`config.mk`:
```
export PLATFORM = sky130hd
export DESIGN_NAME = vp_encoder_top
export DESIGN_NICKNAME = d
export VERILOG_FILES = /design/src/verilog/vp_pkg.sv /design/src/verilog/vp_encoder_top.sv /design/src/verilog/vp_pingpong_writer.sv /design/src/verilog/vp_window_picker.sv /design/src/verilog/vp_cfg_regs.sv
export SDC_FILE = /design/constraint.sdc
export NUM_CORES = 2
export LEC_CHECK = 0
export ABC_AREA = 1
export BUFFER_PORTS_ARGS = -buffer_cell sky130_fd_sc_hd__clkbuf_2
export CORE_AREA = 8 8 710 712
export CTS_BUF_LIST = sky130_fd_sc_hd__clkbuf_4
export DETAILED_ROUTE_END_ITERATION = 8
export DIE_AREA = 0 0 718 720
export PLACE_DENSITY = 0.3
export SYNTH_ARGS = -nofsm -noshare
export SYNTH_HDL_FRONTEND = slang
export SYNTH_SLANG_ARGS = --single-unit
```
`constraint.sdc`:
```
create_clock -name i_clk -period 5.56 [get_ports i_clk]
set_input_delay 0.278 -clock i_clk [delete_from_list [all_inputs] [get_ports i_clk]]
set_output_delay 0.278 -clock i_clk [all_outputs]
set_load 0.05 [all_outputs]
```
`src/verilog/vp_pkg.sv`:
```
// sizes assume a list of at most 32 entries and 8 activation channels; APB data is 32 bits
package vp_pkg;

    // list and index sizing
    localparam int NUM_ENTRIES  = 32;
    localparam int IDX_W        = 6;
    localparam int ENT_SEL_W    = $clog2(NUM_ENTRIES);

    // activation vector
    localparam int NUM_CHANNELS = 8;
    localparam int POS_W        = 3;

    // address and data fields
    localparam int ADDR_FIELDS  = 3;
    localparam int ADDR_FIELD_W = 7;
    localparam int DATA_W       = 16;

    // scan window and output buffer
    localparam int WINDOW       = 3;
    localparam int SLOTS        = 3;

    // register bus
    localparam int APB_ADDR_W   = 4;
    localparam int APB_DATA_W   = 32;

    // one weight list entry
    typedef struct packed {
        logic                                     valid;
        logic [POS_W-1:0]                         pos;
        logic [ADDR_FIELDS-1:0][ADDR_FIELD_W-1:0] addr;
        logic signed [DATA_W-1:0]                 weight;
    } entry_t;

    // one packed output slot
    typedef struct packed {
        logic [ADDR_FIELDS-1:0][ADDR_FIELD_W-1:0] addr;
        logic signed [DATA_W-1:0]                 weight;
        logic signed [DATA_W-1:0]                 act;
    } slot_t;

    // slot 0 sits in the low bits
    typedef slot_t [SLOTS-1:0] pp_buf_t;

    // picker result for the current window
    typedef struct packed {
        logic       at_end;
        logic       found;
        logic [1:0] step;
        slot_t      slot;
    } pick_t;

    typedef enum logic [1:0] {
        WR_IDLE,
        WR_RIGHT,
        WR_LEFT
    } wr_state_e;

    typedef enum logic [APB_ADDR_W-1:0] {
        REG_CTRL   = 4'h0,
        REG_LEN    = 4'h4,
        REG_STATUS = 4'h8
    } reg_addr_e;

    typedef struct packed {
        logic                  psel;
        logic                  penable;
        logic                  pwrite;
        logic [APB_ADDR_W-1:0] paddr;
        logic [APB_DATA_W-1:0] pwdata;
    } apb_req_t;

    typedef struct packed {
        logic [APB_DATA_W-1:0] prdata;
        logic                  pready;
        logic                  pslverr;
    } apb_rsp_t;

endpackage
```
`src/verilog/vp_encoder_top.sv`:
```
// entries and activations must stay stable while STATUS shows busy; outputs have no back-pressure
module vp_encoder_top (
    input  logic                         i_clk,
    input  logic                         i_rst_n,
    input  vp_pkg::apb_req_t             i_apb,
    output vp_pkg::apb_rsp_t             o_apb,
    input  vp_pkg::entry_t               i_entries [vp_pkg::NUM_ENTRIES],
    input  logic signed [vp_pkg::DATA_W-1:0] i_ia_data [vp_pkg::NUM_CHANNELS],
    output vp_pkg::pp_buf_t              o_right_buf,
    output vp_pkg::pp_buf_t              o_left_buf,
    output logic                         o_right_ready,
    output logic                         o_left_ready
);

    logic                     start;
    logic                     busy;
    logic [vp_pkg::IDX_W-1:0] len;
    logic [vp_pkg::IDX_W-1:0] idx;
    vp_pkg::pick_t            pick;

    // register block steers the scan
    vp_cfg_regs vp_cfg_regs_i (
        .i_clk   (i_clk),
        .i_rst_n (i_rst_n),
        .i_apb   (i_apb),
        .o_apb   (o_apb),
        .i_busy  (busy),
        .o_start (start),
        .o_len   (len)
    );

    // window selection, pure logic
    vp_window_picker vp_window_picker_i (
        .i_idx     (idx),
        .i_len     (len),
        .i_entries (i_entries),
        .i_ia_data (i_ia_data),
        .o_pick    (pick)
    );

    // fsm plus both output buffers
    vp_pingpong_writer vp_pingpong_writer_i (
        .i_clk         (i_clk),
        .i_rst_n       (i_rst_n),
        .i_start       (start),
        .i_pick        (pick),
        .o_idx         (idx),
        .o_busy        (busy),
        .o_right_buf   (o_right_buf),
        .o_left_buf    (o_left_buf),
        .o_right_ready (o_right_ready),
        .o_left_ready  (o_left_ready)
    );

endmodule

```
`src/verilog/vp_pingpong_writer.sv`:
```
// no back-pressure, a buffer must be taken during its ready pulse; start is ignored unless idle
module vp_pingpong_writer (
    input  logic                     i_clk,
    input  logic                     i_rst_n,
    input  logic                     i_start,
    input  vp_pkg::pick_t            i_pick,
    output logic [vp_pkg::IDX_W-1:0] o_idx,
    output logic                     o_busy,
    output vp_pkg::pp_buf_t          o_right_buf,
    output vp_pkg::pp_buf_t          o_left_buf,
    output logic                     o_right_ready,
    output logic                     o_left_ready
);

    localparam logic [1:0] LAST_SLOT = 2'(vp_pkg::SLOTS - 1);

    vp_pkg::wr_state_e        state_q;
    logic [vp_pkg::IDX_W-1:0] idx_q;
    logic [1:0]               slot_cnt_q;
    vp_pkg::pp_buf_t          right_buf_q;
    vp_pkg::pp_buf_t          left_buf_q;
    logic                     right_rdy_q;
    logic                     left_rdy_q;

    vp_pkg::pp_buf_t          cur_buf;
    vp_pkg::pp_buf_t          nxt_buf;
    logic                     active;
    logic                     full;
    logic                     buf_done;

    assign active = (state_q != vp_pkg::WR_IDLE);
    // buffer the state is filling
    assign cur_buf = (state_q == vp_pkg::WR_LEFT) ? left_buf_q : right_buf_q;

    // last slot of a buffer gets written
    assign full     = i_pick.found && (slot_cnt_q == LAST_SLOT);
    // announce on full, or on flush with something in it
    assign buf_done = active && (i_pick.at_end ? (slot_cnt_q != 2'd0) : full);

    // next contents of the current buffer
    always_comb begin
        nxt_buf = cur_buf;
        if (i_pick.at_end) begin
            // zero every unfilled slot, the whole buffer when nothing was written
            for (int s = 0; s < vp_pkg::SLOTS; s++) begin
                if (2'(s) >= slot_cnt_q) begin
                    nxt_buf[s] = '0;
                end
            end
        end else if (i_pick.found) begin
            nxt_buf[slot_cnt_q] = i_pick.slot;
        end
    end

    always_ff @(posedge i_clk or negedge i_rst_n) begin
        if (!i_rst_n) begin
            state_q     <= vp_pkg::WR_IDLE;
            idx_q       <= '0;
            slot_cnt_q  <= '0;
            right_buf_q <= '0;
            left_buf_q  <= '0;
            right_rdy_q <= 1'b0;
            left_rdy_q  <= 1'b0;
        end else begin
            // readies are single-cycle pulses
            right_rdy_q <= 1'b0;
            left_rdy_q  <= 1'b0;
            if (!active) begin
                // scan starts next cycle, always on the right buffer
                if (i_start) begin
                    state_q <= vp_pkg::WR_RIGHT;
                end
            end else begin
                if (state_q == vp_pkg::WR_LEFT) begin
                    left_buf_q <= nxt_buf;
                    left_rdy_q <= buf_done;
                end else begin
                    right_buf_q <= nxt_buf;
                    right_rdy_q <= buf_done;
                end

                if (i_pick.at_end) begin
                    // flush done, back to idle
                    state_q    <= vp_pkg::WR_IDLE;
                    idx_q      <= '0;
                    slot_cnt_q <= '0;
                end else begin
                    idx_q <= idx_q + vp_pkg::IDX_W'(i_pick.step);
                    if (full) begin
                        slot_cnt_q <= '0;
                        // ping-pong to the other side
                        state_q    <= (state_q == vp_pkg::WR_LEFT) ? vp_pkg::WR_RIGHT
                                                                    : vp_pkg::WR_LEFT;
                    end else if (i_pick.found) begin
                        slot_cnt_q <= slot_cnt_q + 2'd1;
                    end
                end
            end
        end
    end

    assign o_idx         = idx_q;
    assign o_busy        = active;
    assign o_right_buf   = right_buf_q;
    assign o_left_buf    = left_buf_q;
    assign o_right_ready = right_rdy_q;
    assign o_left_ready  = left_rdy_q;

endmodule

```
`src/verilog/vp_window_picker.sv`:
```
// combinational only; expects i_len of at most 32 and stable entries while the scan runs
module vp_window_picker (
    input  logic [vp_pkg::IDX_W-1:0]      i_idx,
    input  logic [vp_pkg::IDX_W-1:0]      i_len,
    input  vp_pkg::entry_t                i_entries [vp_pkg::NUM_ENTRIES],
    input  logic signed [vp_pkg::DATA_W-1:0] i_ia_data [vp_pkg::NUM_CHANNELS],
    output vp_pkg::pick_t                 o_pick
);

    logic                         found;
    logic [1:0]                   step;
    logic [vp_pkg::IDX_W-1:0]     win_idx;
    logic [vp_pkg::ENT_SEL_W-1:0] hit_sel;
    vp_pkg::entry_t               hit_entry;

    // first valid entry wins, lower index first
    always_comb begin
        found   = 1'b0;
        step    = 2'(vp_pkg::WINDOW);
        hit_sel = '0;
        win_idx = i_idx;
        for (int k = 0; k < vp_pkg::WINDOW; k++) begin
            win_idx = i_idx + vp_pkg::IDX_W'(k);
            // past the length means empty
            if (!found && (win_idx < i_len) &&
                i_entries[win_idx[vp_pkg::ENT_SEL_W-1:0]].valid) begin
                found   = 1'b1;
                step    = 2'(k + 1);
                hit_sel = win_idx[vp_pkg::ENT_SEL_W-1:0];
            end
        end
    end

    assign hit_entry = i_entries[hit_sel];

    always_comb begin
        o_pick.at_end = (i_idx >= i_len);
        o_pick.found  = found;
        o_pick.step   = step;
        o_pick.slot   = '0;
        if (found) begin
            o_pick.slot.addr   = hit_entry.addr;
            o_pick.slot.weight = hit_entry.weight;
            // activation looked up by channel position
            o_pick.slot.act    = i_ia_data[hit_entry.pos];
        end
    end

endmodule

```
`src/verilog/vp_cfg_regs.sv`:
```
// no wait states; LEN writes above 32 are clamped to 32 and LEN and start are locked while busy
module vp_cfg_regs (
    input  logic                     i_clk,
    input  logic                     i_rst_n,
    input  vp_pkg::apb_req_t         i_apb,
    output vp_pkg::apb_rsp_t         o_apb,
    input  logic                     i_busy,
    output logic                     o_start,
    output logic [vp_pkg::IDX_W-1:0] o_len
);

    vp_pkg::reg_addr_e        addr;
    logic                     access;
    logic                     mapped;
    logic                     wr_ok;
    logic                     locked;
    logic [vp_pkg::IDX_W-1:0] len_q;
    logic                     start_q;

    assign addr   = vp_pkg::reg_addr_e'(i_apb.paddr);
    // transfer completes in the access phase
    assign access = i_apb.psel & i_apb.penable;
    assign mapped = (addr == vp_pkg::REG_CTRL) || (addr == vp_pkg::REG_LEN) ||
                    (addr == vp_pkg::REG_STATUS);
    // a pending start pulse counts as busy too
    assign locked = i_busy | start_q;
    assign wr_ok  = access & i_apb.pwrite & ~locked;

    always_ff @(posedge i_clk or negedge i_rst_n) begin
        if (!i_rst_n) begin
            len_q   <= '0;
            start_q <= 1'b0;
        end else begin
            // start is write-one, pulse lasts one cycle
            start_q <= wr_ok && (addr == vp_pkg::REG_CTRL) && i_apb.pwdata[0];
            if (wr_ok && (addr == vp_pkg::REG_LEN)) begin
                // keep the scan inside the entry list
                if (i_apb.pwdata > vp_pkg::APB_DATA_W'(vp_pkg::NUM_ENTRIES)) begin
                    len_q <= vp_pkg::IDX_W'(vp_pkg::NUM_ENTRIES);
                end else begin
                    len_q <= i_apb.pwdata[vp_pkg::IDX_W-1:0];
                end
            end
        end
    end

    // read mux, ctrl reads back as zero
    always_comb begin
        o_apb.prdata = '0;
        case (addr)
            vp_pkg::REG_LEN:    o_apb.prdata = vp_pkg::APB_DATA_W'(len_q);
            vp_pkg::REG_STATUS: o_apb.prdata = vp_pkg::APB_DATA_W'(i_busy);
            default:            o_apb.prdata = '0;
        endcase
    end

    assign o_apb.pready  = 1'b1;
    // unmapped offsets error out, nothing is written
    assign o_apb.pslverr = access & ~mapped;

    assign o_start = start_q;
    assign o_len   = len_q;

endmodule

```
# After elaboration in Yosys (flattened, before gate mapping)
# Index checks and enable logic that the tools add are counted.
totals:
  register_bits: 337
  input_bits: 1481
  output_inout_bits: 354
  wordCells: 148
classes:
  addsub: 4
  order_cmp: 15
  n_eq_ne: 5
  mux: 50
  bitwise_logic: 13
  n_reduce_logical: 24
ops:
  columns: ["operator", "count"]
  rows:
  - ["$bmux W41 S5", 4]
  - ["$mux W159", 3]
  - ["$mux W53", 5]
  - ["$mux W41", 6]
  - ["$bwmux W159", 1]
  - ["$demux W53 S2", 1]
  - ["$mux W40", 2]
  - ["$bmux W16 S3", 1]
  - ["$gt A32 B6 Y1 const B", 1]
  - ["$mux W16", 2]
  - ["$ge A6 B6 Y1 const B", 4]
  - ["$not A5 Y6", 4]
  - ["$mux W2", 11]
  - ["$lt A6 B6 Y1", 3]
  - ["$mux W5", 3]
  - ["$mux W6", 2]
  - ["$pmux W6 S2", 1]
  - ["$logic_and A1 B1 Y1", 11]
  - ["$mux W1", 8]
  - ["$reduce_and A2 Y1", 4]
  - ["$add A6 B1 Y6 const B", 1]
  - ["$add A6 B2 Y6", 1]
  - ["$add A6 B2 Y6 const B", 1]
  - ["$ge A6 B6 Y1", 1]
  - ["19 further kinds", 30]

# Depth between registers and ports, before layout
logic_depth:
  ltp_word: 26
  ltp_mapped: 35
  mapped_depth_nobuf: 31

# Modules after synthesis
# A second synthesis with hierarchy kept.
hier_totals:
  hier_cells: 6004
  hier_area_um2: 33133.0
modules_own_cells:
  columns: ["module", "n_inst", "cells_per_inst", "area_each_um2", "seq_area_each_um2"]
  rows:
  - ["vp_pingpong_writer", 1, 2402, 16625.9, 8257.9]
  - ["vp_window_picker", 1, 3477, 15706.3, 0.0]
  - ["vp_cfg_regs", 1, 125, 800.8, 175.2]

# Least setup slack after synthesis
# Ideal clock, no wire load.
synth_timing:
  path_type: "reg-to-reg"
  start: "register vp_pingpong_writer_i.idx_q, in the netlist vp_pingpong_writer_i.o_idx[1]"
  end: "register vp_pingpong_writer_i.right_buf_q, in the netlist vp_pingpong_writer_i.o_right_buf[56]"
  t_arrival_ns: 3.690
  t_required_ns: 5.442
  path_slack_ns: 1.752
  path_stages_with_launch: 34
  n_path_buf: 4
  period_less_slack_ns: 3.808
  path_cell_list: "dfrtp_1 -> ha_1 -> nand2_1 -> inv_2 -> nand2_1 -> xor2_1 -> inv_1 -> ha_1 -> nand2_1 -> inv_1 -> o21ai_0 -> nand3_1 -> inv_1 -> nand2_1 -> nor2_2 -> nor2_8 -> nand2_4 -> buf_12 -> buf_8 -> nand2_1 -> nand3_1 -> nand3_1 -> nand3_2 -> nand3_4 -> buf_6 -> buf_4 -> nand3_2 -> nand3_1 -> nand3_2 -> nand3_1 -> nand2_1 -> nand2_1 -> nand2_1 -> nand2_1"
synth_via:
  elab_chain_cells: 26
  elab_cells_between_ends: 43
synth_lines:
  columns: ["element", "line_no", "text"]
  rows:
  - ["start, declared", "vp_pingpong_writer.sv:18", "logic [vp_pkg::IDX_W-1:0] idx_q;"]
  - ["start signal, assigned", "vp_pingpong_writer.sv:88", "idx_q <= idx_q + vp_pkg::IDX_W'(i_pick.step);"]
  - ["branches (longest 25 deep; another with $add A6 B1 Y6)", null, null]
  - ["$mux W159 (*)", "vp_pingpong_writer.sv:43", "if (i_pick.at_end) begin"]
  - ["end signal, assigned", "vp_pingpong_writer.sv:78", "right_buf_q <= nxt_buf;"]
  - ["end, declared", "vp_pingpong_writer.sv:20", "vp_pkg::pp_buf_t right_buf_q;"]
# Mark *: on every way between the ends. The select of a mux whose other input is x is not followed.
# A chain may end at the register's enable or synchronous reset.

# Final worst setup path
layout_timing:
  start: "register vp_pingpong_writer_i.idx_q, in the netlist vp_pingpong_writer_i.o_idx[1]"
  end: "register vp_pingpong_writer_i.left_buf_q, in the netlist vp_pingpong_writer_i.o_left_buf[125]"
layout_via:
  elab_chain_cells: 22
  elab_cells_between_ends: 39
layout_lines:
  columns: ["element", "line_no", "text"]
  rows:
  - ["branches (longest 21 deep; another with $add A6 B1 Y6)", null, null]
  - ["$mux W159 (*)", "vp_pingpong_writer.sv:43", null]
  - ["end signal, assigned", "vp_pingpong_writer.sv:75", "left_buf_q <= nxt_buf;"]
  - ["end, declared", "vp_pingpong_writer.sv:21", "vp_pkg::pp_buf_t left_buf_q;"]
# Marked as above.

==> run_results.csv <==
group,metric,value,unit
outcome,status,"complete, no violations",
min_path,hold_class,"input port to register",
route,routed_wirelength,403000,um
place,dpl.cell_count,13700,
critical_path,crit_start,"vp_pingpong_writer_i.o_idx[1]",
clock_network,cts.sinks,337,
route,drt_pre_antenna_iters,6,
critical_path,cp-start-kind,"register",
route,via_per_inst,3.43,
yosys,avgSynthCellArea,6.03,sq um
route,route.detailed.drc,0,
floorplanning,pin_count,1835,
critical_path,r2r_end,"vp_pingpong_writer_i.o_left_buf[125]",
yosys,synth_edf_count,0,
floorplanning,die_area,517000,sq um
global_route,grt_util_all_layers,14.8,%
final_layout,fill_cells,58200,
critical_path,rr_worst_depth,29,
clock_network,cts-root-buf,"clkbuf_4",
yosys,synthTopCellsByCount,"nand2_1, nand3_1, nor2_1, o21ai_0, dfrtp_1",
clock_network,cts_buffers,110,
yosys,async_flop_share,100,%
timing,finalHoldViolations,0,
clock_network,cts_tree,"yes",
yosys,synth.most_common_cell,"nand2_1",
final_layout,seq_area,8440,sq um
yosys,synth_ff_type,"dfrtp_1",
timing,slew_headroom,32.4,%
yosys,ys_warn_count,0,
route,ant_nets,0,
global_route,grt_pass1_vias,49500,
timing,layout_setup_ws,0.331,ns
final_layout,synthToLayoutAreaGrowth,71.3,%
place,place_hpwl,344000,um
timing,holdWs,0.125,ns
critical_path,crit_top_cell,"nand2_1",
critical_path,r2r_slack,0.33,ns
timing,setup_viol,0,
critical_path,end_kind,"register",
route,drt_iter0_markers,3670,
floorplanning,initial_core_util,6.68,%
critical_path,arrival,6.10,ns
place,place_ws,-0.284,ns
yosys,ys_types,48,
yosys,syn-cell-area,32900,sq um
route,wire_per_inst,28.6,um
yosys,synth_area_leaders,"dfrtp_1, nand2_1, nand3_1, o21ai_0, nor2_1",
yosys,yosysSeqAreaShare,25.6,%
timing,skew,0.138,ns
critical_path,slowest_stage,"dfrtp_1",
final_layout,multiInputGateArea,22200,sq um
timing,fin_crit,5.23,ns
timing,tightest_slew,1.01,ns
critical_path,critical_path.max_stage_delay,0.42,ns
timing,grt_setup_unrepaired,"true",
place,gp_congestion,0.879,
critical_path,cp.required,6.43,ns
critical_path,critPathMaxFanout,25,
floorplanning,rows,258,
global_route,grt_pass1_wl,513000,um
timing,report.final.slew_viol_count,0,
yosys,synth_top_area_cell,"dfrtp_1",
floorplanning,die_w,718,um
timing,fin_crit_sh,94.0,%
critical_path,reg2reg_from,"vp_pingpong_writer_i.o_idx[1]",
floorplanning,die_y,720,um
clock_network,cts.htree.levels,3,
clock_network,clock_latency,1.08,ns
yosys,synth_top_area_share,25.6,%
critical_path,crit_path_end,"vp_pingpong_writer_i.o_left_buf[125]",
floorplanning,core,492000,sq um
global_route,grt_max_degree,120,
clock_network,cts.clk_slew.worst_paths,0.07,ns
timing,clock.fmax,191,MHz
place,port_buffers,1807,
final_layout,drive_gt1_share,34.3,%
global_route,grt_remaining_overflow,0,
yosys,synth_seq_cells,337,
route,dr_total_vias,48400,
flow_run,maxCapViolCount,0,
clock_network,clockBufferDepth,3,
final_layout,fin_nets,9007,
yosys,netlist_instances,5452,
critical_path,path_class,"register to register",
final_layout,final_cells,14100,
global_route,grt_antenna_before_repair,136,
## registers in the layout, indices dropped and copies added, names as in the netlist
| register | count |
|---|---|
| vp_pingpong_writer_i.o_left_buf | 159 |
| vp_pingpong_writer_i.o_right_buf | 159 |
| vp_cfg_regs_i.o_len | 6 |
| vp_pingpong_writer_i.o_idx | 6 |
| vp_pingpong_writer_i.slot_cnt_q | 2 |
| vp_pingpong_writer_i.state_q | 2 |
| vp_cfg_regs_i.o_start | 1 |
| vp_pingpong_writer_i.o_left_ready | 1 |
| vp_pingpong_writer_i.o_right_ready | 1 |
## layout make-up
type | instances | share of cell area [%]
antenna | 46 | 0.204
clock buffer | 160 | 2.13
clock inverter | 15 | 0.218
inverter | 62 | 0.502
multi-input combinational | 4587 | 39.3
sequential | 337 | 15.0
tap | 6500 | 14.4
timing repair buffer | 2406 | 28.2
## logic make-up (layout without fill, tap and decap cells)
group / Yosys count / in the layout / share of synthesized area [%]
AOI/OAI and AO/OA: 1208 / 1208 / 20.4
xor gates and xnor gates: 7 / 7 / 0.186
adders and majority gates: 22 / 22 / 0.860
buffers and inverters: 553 / 2643 / 8.03
DFF: 337 / 337 / 25.6
muxes: 144 / 144 / 4.38
other: 2 / 73 / 0.0228
and+or+nand+nor: 3179 / 3179 / 40.4
## how the worst min path moves through the flow
stage                                           endpoint  slack [ns]  cells after the start            from
floorplan                         vp_cfg_regs_i.o_len[0]       -0.02                      0         i_rst_n
global placement    vp_pingpong_writer_i.o_left_buf[102]        0.40                      1         i_rst_n
detailed placement  vp_pingpong_writer_i.o_left_buf[125]        0.40                      1         i_rst_n
CTS                 vp_pingpong_writer_i.o_right_buf[75]       0.001                     10  i_entries[621]
global route         vp_pingpong_writer_i.o_left_buf[90]        0.03                     10  i_entries[595]
finish               vp_pingpong_writer_i.o_left_buf[90]        0.13                     10  i_entries[595]
## metrics by stage
step | TNS [ns] | utilization [%] | instance area [sq um]
CTS | -0.000400 | 11.4 | 56000
global placement | -24.43 | 10.8 | 52900
global route | -0.110 | 11.4 | 56300
floorplan | 0 | - | 33000
detailed placement | -12.90 | 10.8 | 52900
finish | 0 | 11.4 | 56400
## per-layer routing
| layer | GRT usage (%) | vias to the layer above | wire [um] |
|---|---|---|---|
| met1 | 17.2 | 23500 | 159000 |
| met3 | 3.14 | 356 | 24100 |
| met4 | 2.37 | 50 | 8090 |
| met5 | 0 | - | 345 |
| li1 | - | 22600 | - |
| met2 | 28.0 | 1849 | 211000 |
## layout by cell type (no fill, tap or decap), types with 4 or more instances in the layout
cell / count
inv_6: 9
nand4_1: 6
diode_2: 46
nand3_4: 5
nor2_2: 4
buf_12: 138
dlygate4sd3_1: 161
nand2_1: 1836
ha_1: 21
clkbuf_4: 160
mux2i_1: 144
o22ai_2: 8
buf_6: 5
nand3_2: 50
o21ai_1: 120
inv_1: 43
nor2_1: 556
o21ai_0: 524
o211ai_1: 40
nor4_1: 7
nand3_1: 619
dfrtp_1: 336
nor3_1: 7
buf_4: 284
o21ai_2: 7
nor2_4: 5
o22ai_1: 254
a32o_1: 39
or2_2: 66
inv_2: 6
buf_16: 6
clkinv_1: 10
clkinv_2: 4
clkbuf_2: 1806
conb_1: 27
a21oi_1: 209
nand2_4: 10
## critical path, delay by kind of cell, from the launching register on
family	cells	cell delay, ns
simple gates	14	1.97
buf+inv	8	1.26
compound gates	4	0.42
flops	1	0.42
xor+xnor	1	0.21
fa+ha+maj	2	0.60
## what timing repair did
| item | in CTS | in global routing |
|---|---|---|
| gates resized for setup | 18 | 25 |
| hold buffers | 162 | 0 |
| cloned | 0 | 3 |
| setup endpoints to repair | 124 | 299 |
| pin swaps | 0 | 3 |
| setup buffers | 0 | 4 |
| hold endpoints to repair | 444 | 0 |
Power is not shown: default switching activity piles up to over one toggle a cycle in this logic, so the estimate is an artifact.
